$ cat src/common/aurora_ctrl_pkg.sv
package aurora_ctrl_pkg;

    // wishbone side
    localparam int WB_ADDR_W = 15;
    localparam int WB_DATA_W = 32;

    // drp side, one port per link
    localparam int DRP_ADDR_W = 10;
    localparam int DRP_DATA_W = 16;

    // per-link inputs
    localparam int STATUS_W = 12;
    localparam int DMON_W   = 16;

    // per-link control fields
    localparam int LOOPBACK_W = 3;
    localparam int TXDIFF_W   = 4;
    localparam int TXCURSOR_W = 5;

    // word index inside one link's control space (byte offset / 4)
    localparam logic [8:0] REG_CONTROL  = 9'd0;
    localparam logic [8:0] REG_STATUS   = 9'd1;
    localparam logic [8:0] REG_EYESCAN  = 9'd2;
    localparam logic [8:0] REG_DMONITOR = 9'd3;

    // tx swing out of reset
    localparam logic [TXDIFF_W-1:0] TXDIFF_DEFAULT = 4'b1100;

    // 0x4000 and up: 0x1000 of drp space per lane
    typedef struct packed {
        logic                  drp_sel;
        logic [1:0]            lane;
        logic [DRP_ADDR_W-1:0] addr;
        logic [1:0]            unused;
    } drp_addr_t;

    // below 0x4000: lanes at 0x800 apart, globals from 0x2000
    typedef struct packed {
        logic       drp_sel;
        logic       global_sel;
        logic [1:0] lane;
        logic [8:0] word;
        logic [1:0] unused;
    } ctrl_addr_t;

    typedef union packed {
        drp_addr_t  drp;
        ctrl_addr_t ctrl;
    } wb_addr_u;

endpackage

$ cat src/drp/drp_bridge.sv
`timescale 1ns/1ps

module drp_bridge #(
    parameter int NUM_MGT = 4
) (
    input  logic                                           drp_start_i,
    input  logic [aurora_ctrl_pkg::WB_ADDR_W-1:0]          wb_adr_i,
    input  logic [aurora_ctrl_pkg::WB_DATA_W-1:0]          wb_dat_i,
    input  logic                                           wb_we_i,
    input  logic [NUM_MGT*aurora_ctrl_pkg::DRP_DATA_W-1:0] drp_do_i,
    input  logic [NUM_MGT-1:0]                             drp_rdy_i,
    output logic [NUM_MGT-1:0]                             drp_en_o,
    output logic [aurora_ctrl_pkg::DRP_ADDR_W-1:0]         drp_addr_o,
    output logic [aurora_ctrl_pkg::DRP_DATA_W-1:0]         drp_di_o,
    output logic                                           drp_we_o,
    output logic                                           drp_ready_o,
    output logic [aurora_ctrl_pkg::DRP_DATA_W-1:0]         drp_rdata_o
);

    localparam int DD_W = aurora_ctrl_pkg::DRP_DATA_W;

    aurora_ctrl_pkg::wb_addr_u adr;

    assign adr = wb_adr_i;

    // address, data and write enable are common to all ports
    assign drp_addr_o = adr.drp.addr;
    assign drp_di_o   = wb_dat_i[DD_W-1:0];
    assign drp_we_o   = wb_we_i;

    always_comb begin
        drp_en_o    = '0;
        // a lane that is not built answers at once with zero
        drp_ready_o = 1'b1;
        drp_rdata_o = '0;
        for (int i = 0; i < NUM_MGT; i++) begin
            if (int'(adr.drp.lane) == i) begin
                drp_en_o[i] = drp_start_i;
                drp_ready_o = drp_rdy_i[i];
                drp_rdata_o = drp_do_i[i*DD_W +: DD_W];
            end
        end
    end

endmodule

$ cat src/hdl/aurora_ctrl_top.sv
`timescale 1ns/1ps

module aurora_ctrl_top #(
    parameter int NUM_MGT = 4
) (
    input  logic                                           wb_clk_i,
    input  logic                                           wb_rst_i,
    input  logic                                           wb_cyc_i,
    input  logic                                           wb_stb_i,
    input  logic                                           wb_we_i,
    input  logic [aurora_ctrl_pkg::WB_ADDR_W-1:0]          wb_adr_i,
    input  logic [aurora_ctrl_pkg::WB_DATA_W-1:0]          wb_dat_i,
    input  logic [aurora_ctrl_pkg::WB_DATA_W/8-1:0]        wb_sel_i,
    output logic                                           wb_ack_o,
    output logic [aurora_ctrl_pkg::WB_DATA_W-1:0]          wb_dat_o,
    input  logic [NUM_MGT*aurora_ctrl_pkg::STATUS_W-1:0]   link_status_i,
    input  logic [NUM_MGT*aurora_ctrl_pkg::DMON_W-1:0]     dmonitor_i,
    output logic [NUM_MGT-1:0]                             drp_en_o,
    output logic [aurora_ctrl_pkg::DRP_ADDR_W-1:0]         drp_addr_o,
    output logic [aurora_ctrl_pkg::DRP_DATA_W-1:0]         drp_di_o,
    output logic                                           drp_we_o,
    input  logic [NUM_MGT*aurora_ctrl_pkg::DRP_DATA_W-1:0] drp_do_i,
    input  logic [NUM_MGT-1:0]                             drp_rdy_i,
    output logic                                           reset_o,
    output logic                                           gt_reset_o,
    output logic                                           global_datapath_reset_o,
    output logic                                           global_linkerr_reset_o,
    output logic [NUM_MGT-1:0]                             eyescan_reset_o,
    output logic [NUM_MGT-1:0]                             powerdown_o,
    output logic [NUM_MGT*aurora_ctrl_pkg::LOOPBACK_W-1:0] loopback_o,
    output logic [NUM_MGT-1:0]                             datapath_reset_o,
    output logic [NUM_MGT-1:0]                             linkerr_reset_o,
    output logic [NUM_MGT*aurora_ctrl_pkg::TXDIFF_W-1:0]   txdiffctrl_o,
    output logic [NUM_MGT*aurora_ctrl_pkg::TXCURSOR_W-1:0] txprecursor_o,
    output logic [NUM_MGT*aurora_ctrl_pkg::TXCURSOR_W-1:0] txpostcursor_o
);

    // sequencer <-> register bank
    logic [aurora_ctrl_pkg::WB_DATA_W-1:0]  ctrl_rdata;
    logic                                   wr_commit;
    // sequencer <-> drp bridge
    logic                                   drp_start;
    logic                                   drp_ready;
    logic [aurora_ctrl_pkg::DRP_DATA_W-1:0] drp_rdata;

    wb_access_fsm u_fsm (
        .wb_clk_i     (wb_clk_i),
        .wb_rst_i     (wb_rst_i),
        .wb_cyc_i     (wb_cyc_i),
        .wb_stb_i     (wb_stb_i),
        .wb_we_i      (wb_we_i),
        .wb_adr_i     (wb_adr_i),
        .ctrl_rdata_i (ctrl_rdata),
        .drp_ready_i  (drp_ready),
        .drp_rdata_i  (drp_rdata),
        .wb_ack_o     (wb_ack_o),
        .wb_dat_o     (wb_dat_o),
        .drp_start_o  (drp_start),
        .wr_commit_o  (wr_commit)
    );

    link_ctrl_regs #(.NUM_MGT(NUM_MGT)) u_regs (
        .wb_clk_i                (wb_clk_i),
        .wb_rst_i                (wb_rst_i),
        .wr_commit_i             (wr_commit),
        .wb_adr_i                (wb_adr_i),
        .wb_dat_i                (wb_dat_i),
        .wb_sel_i                (wb_sel_i),
        .link_status_i           (link_status_i),
        .dmonitor_i              (dmonitor_i),
        .ctrl_rdata_o            (ctrl_rdata),
        .reset_o                 (reset_o),
        .gt_reset_o              (gt_reset_o),
        .global_datapath_reset_o (global_datapath_reset_o),
        .global_linkerr_reset_o  (global_linkerr_reset_o),
        .eyescan_reset_o         (eyescan_reset_o),
        .powerdown_o             (powerdown_o),
        .loopback_o              (loopback_o),
        .datapath_reset_o        (datapath_reset_o),
        .linkerr_reset_o         (linkerr_reset_o),
        .txdiffctrl_o            (txdiffctrl_o),
        .txprecursor_o           (txprecursor_o),
        .txpostcursor_o          (txpostcursor_o)
    );

    drp_bridge #(.NUM_MGT(NUM_MGT)) u_drp (
        .drp_start_i (drp_start),
        .wb_adr_i    (wb_adr_i),
        .wb_dat_i    (wb_dat_i),
        .wb_we_i     (wb_we_i),
        .drp_do_i    (drp_do_i),
        .drp_rdy_i   (drp_rdy_i),
        .drp_en_o    (drp_en_o),
        .drp_addr_o  (drp_addr_o),
        .drp_di_o    (drp_di_o),
        .drp_we_o    (drp_we_o),
        .drp_ready_o (drp_ready),
        .drp_rdata_o (drp_rdata)
    );

endmodule

$ cat src/hdl/wb_access_fsm.sv
`timescale 1ns/1ps

module wb_access_fsm (
    input  logic                                   wb_clk_i,
    input  logic                                   wb_rst_i,
    input  logic                                   wb_cyc_i,
    input  logic                                   wb_stb_i,
    input  logic                                   wb_we_i,
    input  logic [aurora_ctrl_pkg::WB_ADDR_W-1:0]  wb_adr_i,
    input  logic [aurora_ctrl_pkg::WB_DATA_W-1:0]  ctrl_rdata_i,
    input  logic                                   drp_ready_i,
    input  logic [aurora_ctrl_pkg::DRP_DATA_W-1:0] drp_rdata_i,
    output logic                                   wb_ack_o,
    output logic [aurora_ctrl_pkg::WB_DATA_W-1:0]  wb_dat_o,
    output logic                                   drp_start_o,
    output logic                                   wr_commit_o
);

    localparam int PAD_W = aurora_ctrl_pkg::WB_DATA_W - aurora_ctrl_pkg::DRP_DATA_W;

    localparam logic [1:0] IDLE     = 2'd0;
    localparam logic [1:0] ACK      = 2'd1;
    localparam logic [1:0] DRP_WAIT = 2'd2;

    logic [1:0]                state;
    logic                      req;
    aurora_ctrl_pkg::wb_addr_u adr;

    assign adr = wb_adr_i;
    // master holds the request until it sees ack
    assign req = wb_cyc_i && wb_stb_i;

    always_ff @(posedge wb_clk_i) begin
        if (wb_rst_i) begin
            state <= IDLE;
        end else begin
            case (state)
                IDLE: begin
                    if (req) begin
                        state <= adr.drp.drp_sel ? DRP_WAIT : ACK;
                    end
                end
                DRP_WAIT: begin
                    // hold here until the addressed lane answers
                    if (drp_ready_i) begin
                        state <= ACK;
                    end
                end
                // ack lasts one cycle, the unused code falls back too
                default: state <= IDLE;
            endcase
        end
    end

    // read data is captured once and held through the ack cycle
    always_ff @(posedge wb_clk_i) begin
        if (req && !wb_we_i) begin
            if (state == IDLE && !adr.drp.drp_sel) begin
                wb_dat_o <= ctrl_rdata_i;
            end else if (state == DRP_WAIT && drp_ready_i) begin
                wb_dat_o <= {{PAD_W{1'b0}}, drp_rdata_i};
            end
        end
    end

    assign wb_ack_o = (state == ACK);

    // single-cycle enable toward the drp port
    assign drp_start_o = (state == IDLE) && req && adr.drp.drp_sel;

    // register bank updates at the edge closing the ack
    assign wr_commit_o = (state == ACK) && req && wb_we_i;

endmodule

$ cat src/link_regs/link_ctrl_regs.sv
`timescale 1ns/1ps

module link_ctrl_regs #(
    parameter int NUM_MGT = 4
) (
    input  logic                                           wb_clk_i,
    input  logic                                           wb_rst_i,
    input  logic                                           wr_commit_i,
    input  logic [aurora_ctrl_pkg::WB_ADDR_W-1:0]          wb_adr_i,
    input  logic [aurora_ctrl_pkg::WB_DATA_W-1:0]          wb_dat_i,
    input  logic [aurora_ctrl_pkg::WB_DATA_W/8-1:0]        wb_sel_i,
    input  logic [NUM_MGT*aurora_ctrl_pkg::STATUS_W-1:0]   link_status_i,
    input  logic [NUM_MGT*aurora_ctrl_pkg::DMON_W-1:0]     dmonitor_i,
    output logic [aurora_ctrl_pkg::WB_DATA_W-1:0]          ctrl_rdata_o,
    output logic                                           reset_o,
    output logic                                           gt_reset_o,
    output logic                                           global_datapath_reset_o,
    output logic                                           global_linkerr_reset_o,
    output logic [NUM_MGT-1:0]                             eyescan_reset_o,
    output logic [NUM_MGT-1:0]                             powerdown_o,
    output logic [NUM_MGT*aurora_ctrl_pkg::LOOPBACK_W-1:0] loopback_o,
    output logic [NUM_MGT-1:0]                             datapath_reset_o,
    output logic [NUM_MGT-1:0]                             linkerr_reset_o,
    output logic [NUM_MGT*aurora_ctrl_pkg::TXDIFF_W-1:0]   txdiffctrl_o,
    output logic [NUM_MGT*aurora_ctrl_pkg::TXCURSOR_W-1:0] txprecursor_o,
    output logic [NUM_MGT*aurora_ctrl_pkg::TXCURSOR_W-1:0] txpostcursor_o
);

    localparam int DW    = aurora_ctrl_pkg::WB_DATA_W;
    localparam int ST_W  = aurora_ctrl_pkg::STATUS_W;
    localparam int DM_W  = aurora_ctrl_pkg::DMON_W;
    localparam int LB_W  = aurora_ctrl_pkg::LOOPBACK_W;
    localparam int TD_W  = aurora_ctrl_pkg::TXDIFF_W;
    localparam int TC_W  = aurora_ctrl_pkg::TXCURSOR_W;

    aurora_ctrl_pkg::wb_addr_u adr;
    logic                      wr_ctrl;
    logic                      wr_global;
    logic [DW-1:0]             control_word [NUM_MGT];
    logic [DW-1:0]             eyescan_word [NUM_MGT];

    assign adr = wb_adr_i;
    // an ack that closes a drp access must not land here
    assign wr_ctrl = wr_commit_i && !adr.ctrl.drp_sel;
    // lane bits are ignored in the global space
    assign wr_global = wr_ctrl && adr.ctrl.global_sel
                       && adr.ctrl.word == aurora_ctrl_pkg::REG_CONTROL;

    // global word, reset and gt_reset are shared by every link
    always_ff @(posedge wb_clk_i) begin
        if (wb_rst_i) begin
            reset_o                 <= 1'b0;
            gt_reset_o              <= 1'b0;
            global_datapath_reset_o <= 1'b0;
            global_linkerr_reset_o  <= 1'b0;
        end else if (wr_global) begin
            if (wb_sel_i[0]) begin
                reset_o    <= wb_dat_i[0];
                gt_reset_o <= wb_dat_i[1];
            end
            if (wb_sel_i[3]) begin
                global_datapath_reset_o <= wb_dat_i[30];
                global_linkerr_reset_o  <= wb_dat_i[31];
            end
        end
    end

    for (genvar i = 0; i < NUM_MGT; i++) begin : g_lane
        logic            wr_lane;
        logic            eyescan_reset_r;
        logic            powerdown_r;
        logic [LB_W-1:0] loopback_r;
        logic            datapath_reset_r;
        logic            linkerr_reset_r;
        logic [TD_W-1:0] txdiff_r;
        logic [TC_W-1:0] precursor_r;
        logic [TC_W-1:0] postcursor_r;

        assign wr_lane = wr_ctrl && !adr.ctrl.global_sel && (int'(adr.ctrl.lane) == i);

        always_ff @(posedge wb_clk_i) begin
            if (wb_rst_i) begin
                eyescan_reset_r  <= 1'b0;
                powerdown_r      <= 1'b0;
                loopback_r       <= '0;
                datapath_reset_r <= 1'b0;
                linkerr_reset_r  <= 1'b0;
                txdiff_r         <= aurora_ctrl_pkg::TXDIFF_DEFAULT;
                precursor_r      <= '0;
                postcursor_r     <= '0;
            end else if (wr_lane) begin
                if (adr.ctrl.word == aurora_ctrl_pkg::REG_CONTROL) begin
                    if (wb_sel_i[0]) begin
                        eyescan_reset_r <= wb_dat_i[2];
                        powerdown_r     <= wb_dat_i[3];
                        loopback_r      <= wb_dat_i[4 +: LB_W];
                    end
                    if (wb_sel_i[3]) begin
                        datapath_reset_r <= wb_dat_i[30];
                        linkerr_reset_r  <= wb_dat_i[31];
                    end
                end
                // each cursor/swing field owns its own byte lane
                if (adr.ctrl.word == aurora_ctrl_pkg::REG_EYESCAN) begin
                    if (wb_sel_i[0]) txdiff_r <= wb_dat_i[0 +: TD_W];
                    if (wb_sel_i[1]) precursor_r <= wb_dat_i[8 +: TC_W];
                    if (wb_sel_i[2]) postcursor_r <= wb_dat_i[16 +: TC_W];
                end
            end
        end

        // bits 1:0 mirror the global reset pair
        assign control_word[i] = {linkerr_reset_r, datapath_reset_r, 23'b0, loopback_r,
                                  powerdown_r, eyescan_reset_r, gt_reset_o, reset_o};
        assign eyescan_word[i] = {11'b0, postcursor_r, 3'b0, precursor_r, 4'b0, txdiff_r};

        assign eyescan_reset_o[i]              = eyescan_reset_r;
        assign powerdown_o[i]                  = powerdown_r;
        assign loopback_o[i*LB_W +: LB_W]      = loopback_r;
        assign datapath_reset_o[i]             = datapath_reset_r;
        assign linkerr_reset_o[i]              = linkerr_reset_r;
        assign txdiffctrl_o[i*TD_W +: TD_W]    = txdiff_r;
        assign txprecursor_o[i*TC_W +: TC_W]   = precursor_r;
        assign txpostcursor_o[i*TC_W +: TC_W]  = postcursor_r;
    end

    // readback, absent lanes and undecoded words give zero
    always_comb begin
        ctrl_rdata_o = '0;
        if (adr.ctrl.global_sel) begin
            if (adr.ctrl.word == aurora_ctrl_pkg::REG_CONTROL) begin
                ctrl_rdata_o = {global_linkerr_reset_o, global_datapath_reset_o, 28'b0,
                                gt_reset_o, reset_o};
            end
        end else begin
            for (int i = 0; i < NUM_MGT; i++) begin
                if (int'(adr.ctrl.lane) == i) begin
                    case (adr.ctrl.word)
                        aurora_ctrl_pkg::REG_CONTROL:  ctrl_rdata_o = control_word[i];
                        aurora_ctrl_pkg::REG_STATUS:
                            ctrl_rdata_o = {{(DW-ST_W){1'b0}}, link_status_i[i*ST_W +: ST_W]};
                        aurora_ctrl_pkg::REG_EYESCAN:  ctrl_rdata_o = eyescan_word[i];
                        aurora_ctrl_pkg::REG_DMONITOR:
                            ctrl_rdata_o = {{(DW-DM_W){1'b0}}, dmonitor_i[i*DM_W +: DM_W]};
                        default: ctrl_rdata_o = '0;
                    endcase
                end
            end
        end
    end

endmodule

$ cat config.mk
export PLATFORM = sky130hd
export DESIGN_NAME = aurora_ctrl_top
export DESIGN_NICKNAME = d
export VERILOG_FILES = /design/src/common/aurora_ctrl_pkg.sv /design/src/drp/drp_bridge.sv /design/src/hdl/aurora_ctrl_top.sv /design/src/hdl/wb_access_fsm.sv /design/src/link_regs/link_ctrl_regs.sv
export SDC_FILE = /design/constraint.sdc
export NUM_CORES = 1
export LEC_CHECK = 0
export BUFFER_PORTS_ARGS = -buffer_cell sky130_fd_sc_hd__buf_2
export CAP_MARGIN = 0
export CORE_AREA = 2 2 150 152
export CTS_BUF_LIST = sky130_fd_sc_hd__clkbuf_16
export DETAILED_ROUTE_END_ITERATION = 10
export DIE_AREA = 0 0 152 154
export SLEW_MARGIN = 20
export SYNTH_ARGS = -nofsm -noshare
export SYNTH_HDL_FRONTEND = slang
export SYNTH_SLANG_ARGS = --single-unit
$ cat constraint.sdc
create_clock -name wb_clk_i -period 3.77 [get_ports wb_clk_i]
set_input_delay 0.5655 -clock wb_clk_i [delete_from_list [all_inputs] [get_ports wb_clk_i]]
set_output_delay 0.5655 -clock wb_clk_i [all_outputs]
set_load 0.01 [all_outputs]
### After elaboration in Yosys (flattened, before gate mapping)

Index checks and enable logic that the tools add are counted.

* flip-flop bits (word level): 122
* bits of input ports: 236
* output and inout port bits: 152
* word-level logic and storage cells: 127

* eq/ne operators: 13
* mux-type cells: 28
* reductions and logical operators: 48

Operators with widths (count)
* $pmux W32 S4: 4
* $mux W32: 8
* $mux W16: 4
* $reduce_and A3 Y1: 20
* $eq A9 B2 Y1 const B: 2
* $logic_and A1 B1 Y1: 16
* $eq A2 B2 Y1 const B: 5
* $eq A9 B1 Y1 const B: 1
* $logic_not A9 Y1: 1
* $mux W1: 8
* $reduce_and A2 Y1: 4
* $eq A2 B1 Y1 const B: 3
* $logic_not A2 Y1: 3
* $mux W2: 3
* $ne A2 B1 Y1 const B: 2
* $pmux W2 S2: 1
* $logic_not A1 Y1: 3
* $reduce_bool A2 Y1: 1

### Longest topological paths before layout

* word-level depth: 8
* mapped depth: 8
* gate-level depth less buffers: 5

### Modules after synthesis

Synthesis repeated with hierarchy kept, for this count alone.

* cells, all modules: 779
* area, all modules: 7382.1 um2

Modules (own cells, without submodules)
* link_ctrl_regs: times used 1, cells an instance 644, area each 5307.6 um2, sequential area each 1761.7 um2
* wb_access_fsm: times used 1, cells an instance 83, area each 1421.4 um2, sequential area each 1001.0 um2
* drp_bridge: times used 1, cells an instance 52, area each 653.1 um2, sequential area each 0.0 um2

### Worst setup path before layout

OpenSTA, ideal clock, no wires.

* path type: input -> register
* from: in wb_adr_i[12] in the netlist's numbering
* to: reg u_fsm.wb_dat_o[0] in the netlist's numbering (enable)
* setup time: 0.470 ns
* arrival time: 3.481 ns
* data required time: 3.300 ns
* path slack: -0.180 ns
* stages on the path: 4
* path buffers: 0
* cells stage by stage: mux4_2 nand2_1 o21ai_0 nor4b_1

* word-level cells in the longest chain between the ends: 8
* elaborated cells between the ends (all ways): 11
* classes of those cells: eq/ne (3); mux (4); reduce/logical (4)

RTL lines
* start: declaration: RTL line aurora_ctrl_top.sv:11 `input logic [aurora_ctrl_pkg::WB_ADDR_W-1:0] wb_adr_i,`
* $logic_not A2 Y1: RTL line drp_bridge.sv:37 `if (int'(adr.drp.lane) == i) begin`
* $mux W1 (3 in a row): RTL line drp_bridge.sv:37
* $mux W1 *: RTL line drp_bridge.sv:37
* $logic_and A1 B1 Y1 *: RTL line wb_access_fsm.sv:60 `end else if (state == DRP_WAIT && drp_ready_i) begin`
* $reduce_bool A2 Y1 (no line) *
* $reduce_and A2 Y1 (no line) *
* end signal: assignment: RTL line wb_access_fsm.sv:59 `wb_dat_o <= ctrl_rdata_i;`
* end signal: assignment: RTL line wb_access_fsm.sv:61 `wb_dat_o <= {{PAD_W{1'b0}}, drp_rdata_i};`
* end: declaration: RTL line wb_access_fsm.sv:14 `output logic [aurora_ctrl_pkg::WB_DATA_W-1:0] wb_dat_o,`

Every way passes the cells marked *; elsewhere a longest branch is shown, timed or not.
A chain may end at the register's enable or synchronous reset.

### Worst setup path in the final report

* from: in wb_adr_i[3] in the netlist's numbering
* to: reg u_fsm.wb_dat_o[4] in the netlist's numbering, data pin

* word-level cells in the longest chain between the ends: 8
* elaborated cells between the ends (all ways): 14
* classes of those cells: eq/ne (3); mux (10); reduce/logical (1)

RTL lines
* $eq A9 B2 Y1, or another cell as far along: RTL line link_ctrl_regs.sv:138 `case (adr.ctrl.word)`
* $pmux W32 S4: RTL line link_ctrl_regs.sv:138
* $mux W32 (3 in a row): RTL line link_ctrl_regs.sv:137 `if (int'(adr.ctrl.lane) == i) begin`
* $mux W32 *: RTL line link_ctrl_regs.sv:137
* $mux W32 *: RTL line link_ctrl_regs.sv:130 `if (adr.ctrl.global_sel) begin`
* $mux W32 *: RTL line wb_access_fsm.sv:58 `if (state == IDLE && !adr.drp.drp_sel) begin`

Marked as above.

==> results.py <==
metrics = {
    "setup_path": {
        "critPathSlowestCell": "buf_4",
        "cp_max_fo": 32,
        "worstPathCellList": "buf_2 > buf_4 > mux2_2 > a221oi_1 > nor3_1 > a32o_1",
        "max_stage_delay_ns": 0.48,
        "worstPathArrival_ns": 2.79,
        "worst_ep_required_time_ns": 3.94,
        "criticalPathCategory": "in -> reg",
        "crit_family": "buffers and inverters",
        "cp-end-kind": "flop",
        "worst_setup_path_start_kind": "input pin",
        "worst-path-buf-inv": 2,
    },
    "die": {
        "ios": 388,
        "coreArea_sq_um": 21690,
        "num_rows": 54,
        "dieArea_sq_um": 23410,
        "start_util_pct": 31.98,
        "die_height_um": 154,
        "die_w_um": 152,
    },
    "clocking": {
        "clockBufferDepth": 2,
        "insertion_delay_ns": 0.43,
        "cts_resized": 0,
        "htreeDepth": 4,
        "cts_setup_buffers": 0,
        "numCtsBuffers": 17,
        "clkTransAtPathRegs_ns": 0.06,
        "cts_root_buf": "clkbuf_16",
        "cts_tree": "done",
        "clock_sinks": 113,
        "holdBufCountCts": 0,
    },
    "sta": {
        "tightest_slew_ns": 0.7265,
        "slew_headroom_pct": 51.31,
        "setup_violations": 0,
        "fin_setup_tns_ns": 0,
        "timing_hold_violations_final": 0,
        "period_share_pct": 69.53,
        "fmax_ghz": 0.3815,
        "rsz0062_at_grt": "false",
        "fin_skew_ns": 0.01707,
        "min_period_ns": 2.621,
        "maxSlewViolCount": 0,
    },
    "power_and_ir_drop": {
        "switching_share_pct": 25.04,
        "power_frac_comb_pct": 13.5,
        "p_leak_nw": 3.857,
        "seq_power_share_pct": 36.8,
        "power.total_mw": 3.378,
        "ir_drop_mv": 0.2970,
        "p_sw_mw": 0.8457,
        "power.share.clock_pct": 49.7,
        "internal-power_mw": 2.532,
        "power_density_nw_per_um2": 366.1,
    },
    "routing": {
        "first_pass_iters": 5,
        "ant_nets": 0,
        "drc": 0,
        "vias": 7155,
        "drt-vias-per-instance": 5.364,
        "wl_um": 29640,
        "wire_per_inst_um": 22.22,
        "drt_iter0_markers": 552,
    },
    "final_layout": {
        "syn_to_final_growth_pct": 33.01,
        "fin_nets": 1275,
        "layout.cells.most_common_list": "buf_2, dfxtp_1, o21ai_0",
        "drive_above_1_share_pct": 46.96,
        "fin_area_sq_um": 9225,
        "final_common_cell": "buf_2",
    },
    "worst_hold_path": {
        "hold_class": "in -> reg",
    },
    "grt": {
        "grt_pass1_vias": 6755,
        "grt_max_degree": 70,
        "grt_use_total_pct": 24.28,
        "grt-ovfl-total": 0,
        "antenna_found_initial": 4,
        "grt_pass1_wl_um": 42650,
    },
    "placed_design": {
        "dp_hpwl_um": 23150,
        "gp_congestion": 0.9142,
        "io_buffers": 359,
        "place_area_sq_um": 8610,
    },
    "logic_synthesis": {
        "ys_seq_elements": 113,
        "seq_area_frac_synth_pct": 35.94,
        "synthesis.area_sq_um": 6935,
        "syn_area_per_cell_sq_um": 9.284,
        "synthFlopType": "dfxtp_1",
        "synthArstFlopShare_pct": 0,
        "syn_inst": 747,
        "yosys_warnings": 0,
        "ys_types": 57,
        "synth_edf_count": 23,
    },
    "outcome": {
        "status": "finished, final reports clean",
    },
    "flow_run": {
        "drv_cap": 0,
    },
}
==> area by class of cell <==
class	count	area [sq um]
Antenna cell	2	5.005
Clock buffer	18	450.4
Clock inverter	14	160.2
Fill cell	2206	12460
Inverter	3	11.26
Multi-Input combinational cell	527	3824
Sequential cell	113	2492
Tap cell	280	350.3
Timing Repair Buffer	377	1932
==> power by group through the flow <==
stage | Sequential [mW] | Clock (mW) | Combinational, mW
6_report | 1.24 | 1.68 | 0.456
3_5_place_dp | 1.27 | 0 | 0.456
2_1_floorplan | 1.27 | 0 | 0.262
3_3_place_gp | 1.27 | 0 | 0.452
5_1_grt | 1.24 | 1.75 | 0.491
4_1_cts | 1.24 | 1.70 | 0.459
==> sequential cells by signal (all words and copies together) (netlist names) <==
signal and cells:
u_regs.g_lane.linkerr_reset_r 4, u_regs.gt_reset_o 1, u_regs.g_lane.datapath_reset_r 4, u_regs.g_lane.postcursor_r 20
u_regs.global_datapath_reset_o 1, u_regs.g_lane.eyescan_reset_r 4, u_regs.g_lane.txdiff_r 16, u_fsm.wb_dat_o 23
u_regs.reset_o 1, u_regs.g_lane.loopback_r 12, u_regs.g_lane.precursor_r 20, u_fsm.state 2
u_regs.global_linkerr_reset_o 1, u_regs.g_lane.powerdown_r 4
==> Yosys cell counts (all sizes together), types with 3 or more instances <==
library cell	n	area share [%]
a21o	4	0.43
a21oi	70	5.1
a221oi	15	1.9
a22o	3	0.38
a22oi	13	1.4
a31oi	3	0.27
a32o	7	1.0
and2	5	0.45
buf	79	7.7
clkbuf	33	1.8
dfxtp	90	26
edfxtp	23	10
inv	3	0.16
mux2	36	5.8
mux2i	22	3.2
mux4	38	12
nand2	86	4.7
nand2b	3	0.27
nand3	7	0.51
nand3b	8	0.87
nand4	5	0.54
nand4b	4	0.51
nor2	47	2.7
nor2b	8	0.72
nor3	14	1.2
nor4	3	0.49
o21ai	89	6.4
o31ai	3	0.32
==> final timing paths <==
kind	depth (start not counted)	endpoint	from	slack [ns]
max reg2reg	6	u_regs.g_lane[3].loopback_r[2]$_SDFFE_PP0P_	u_fsm.state[1]$_SDFFE_PP0P_	1.20
min reg2reg	2	u_regs.global_linkerr_reset_o$_SDFFE_PP0P_	u_regs.global_linkerr_reset_o$_SDFFE_PP0P_	0.49
min	3	u_regs.g_lane[1].loopback_r[2]$_SDFFE_PP0P_	wb_dat_i[6]	0.43
max	6	u_fsm.wb_dat_o[4]$_DFFE_PP_	wb_adr_i[3]	1.15
==> cell families after synthesis <==
logic type,after synthesis,share of synthesized area [%]
AND/OR/NAND/NOR,200,14.02
AO/OA/AOI/OAI,222,19.02
multiplexers,96,21.36
other,1,0.05407
buffers and inverters,115,9.616
flip-flops,113,35.94
==> worst reg2reg max path, delay by kind of cell (launching register included) <==
| kind | cells | cell delay (ns) |
|---|---|---|
| and+or+nand+nor | 4 | 1.55 |
| buffers and inverters | 1 | 0.42 |
| AOI/OAI and AO/OA | 1 | 0.13 |
| DFF | 1 | 0.39 |
==> per-stage QoR <==
stage / utilization (%) / hold slack [ns] / setup slack [ns] / cells
6_report: 42.53 / 0.4321 / 1.149 / 1334
5_1_grt: 42.53 / 0.4200 / 1.015 / 1334
4_1_cts: 42.51 / 0.4221 / 1.198 / 1332
3_5_place_dp: 39.70 / 0.4803 / 0.7672 / 1300
3_3_place_gp: 39.70 / 0.4741 / 0.8091 / 1300
2_1_floorplan: - / 0.4638 / 0.9819 / 755
==> routing by layer <==
metal,routed length [um],vias to the layer above,global-route usage [%]
met5,22,-,0
met4,590,4,7.788
met3,2435,38,6.511
met2,14100,386,39.36
met1,12490,3418,31.57
li1,-,3309,-
Note: power is estimated with default switching activity, not from simulation.
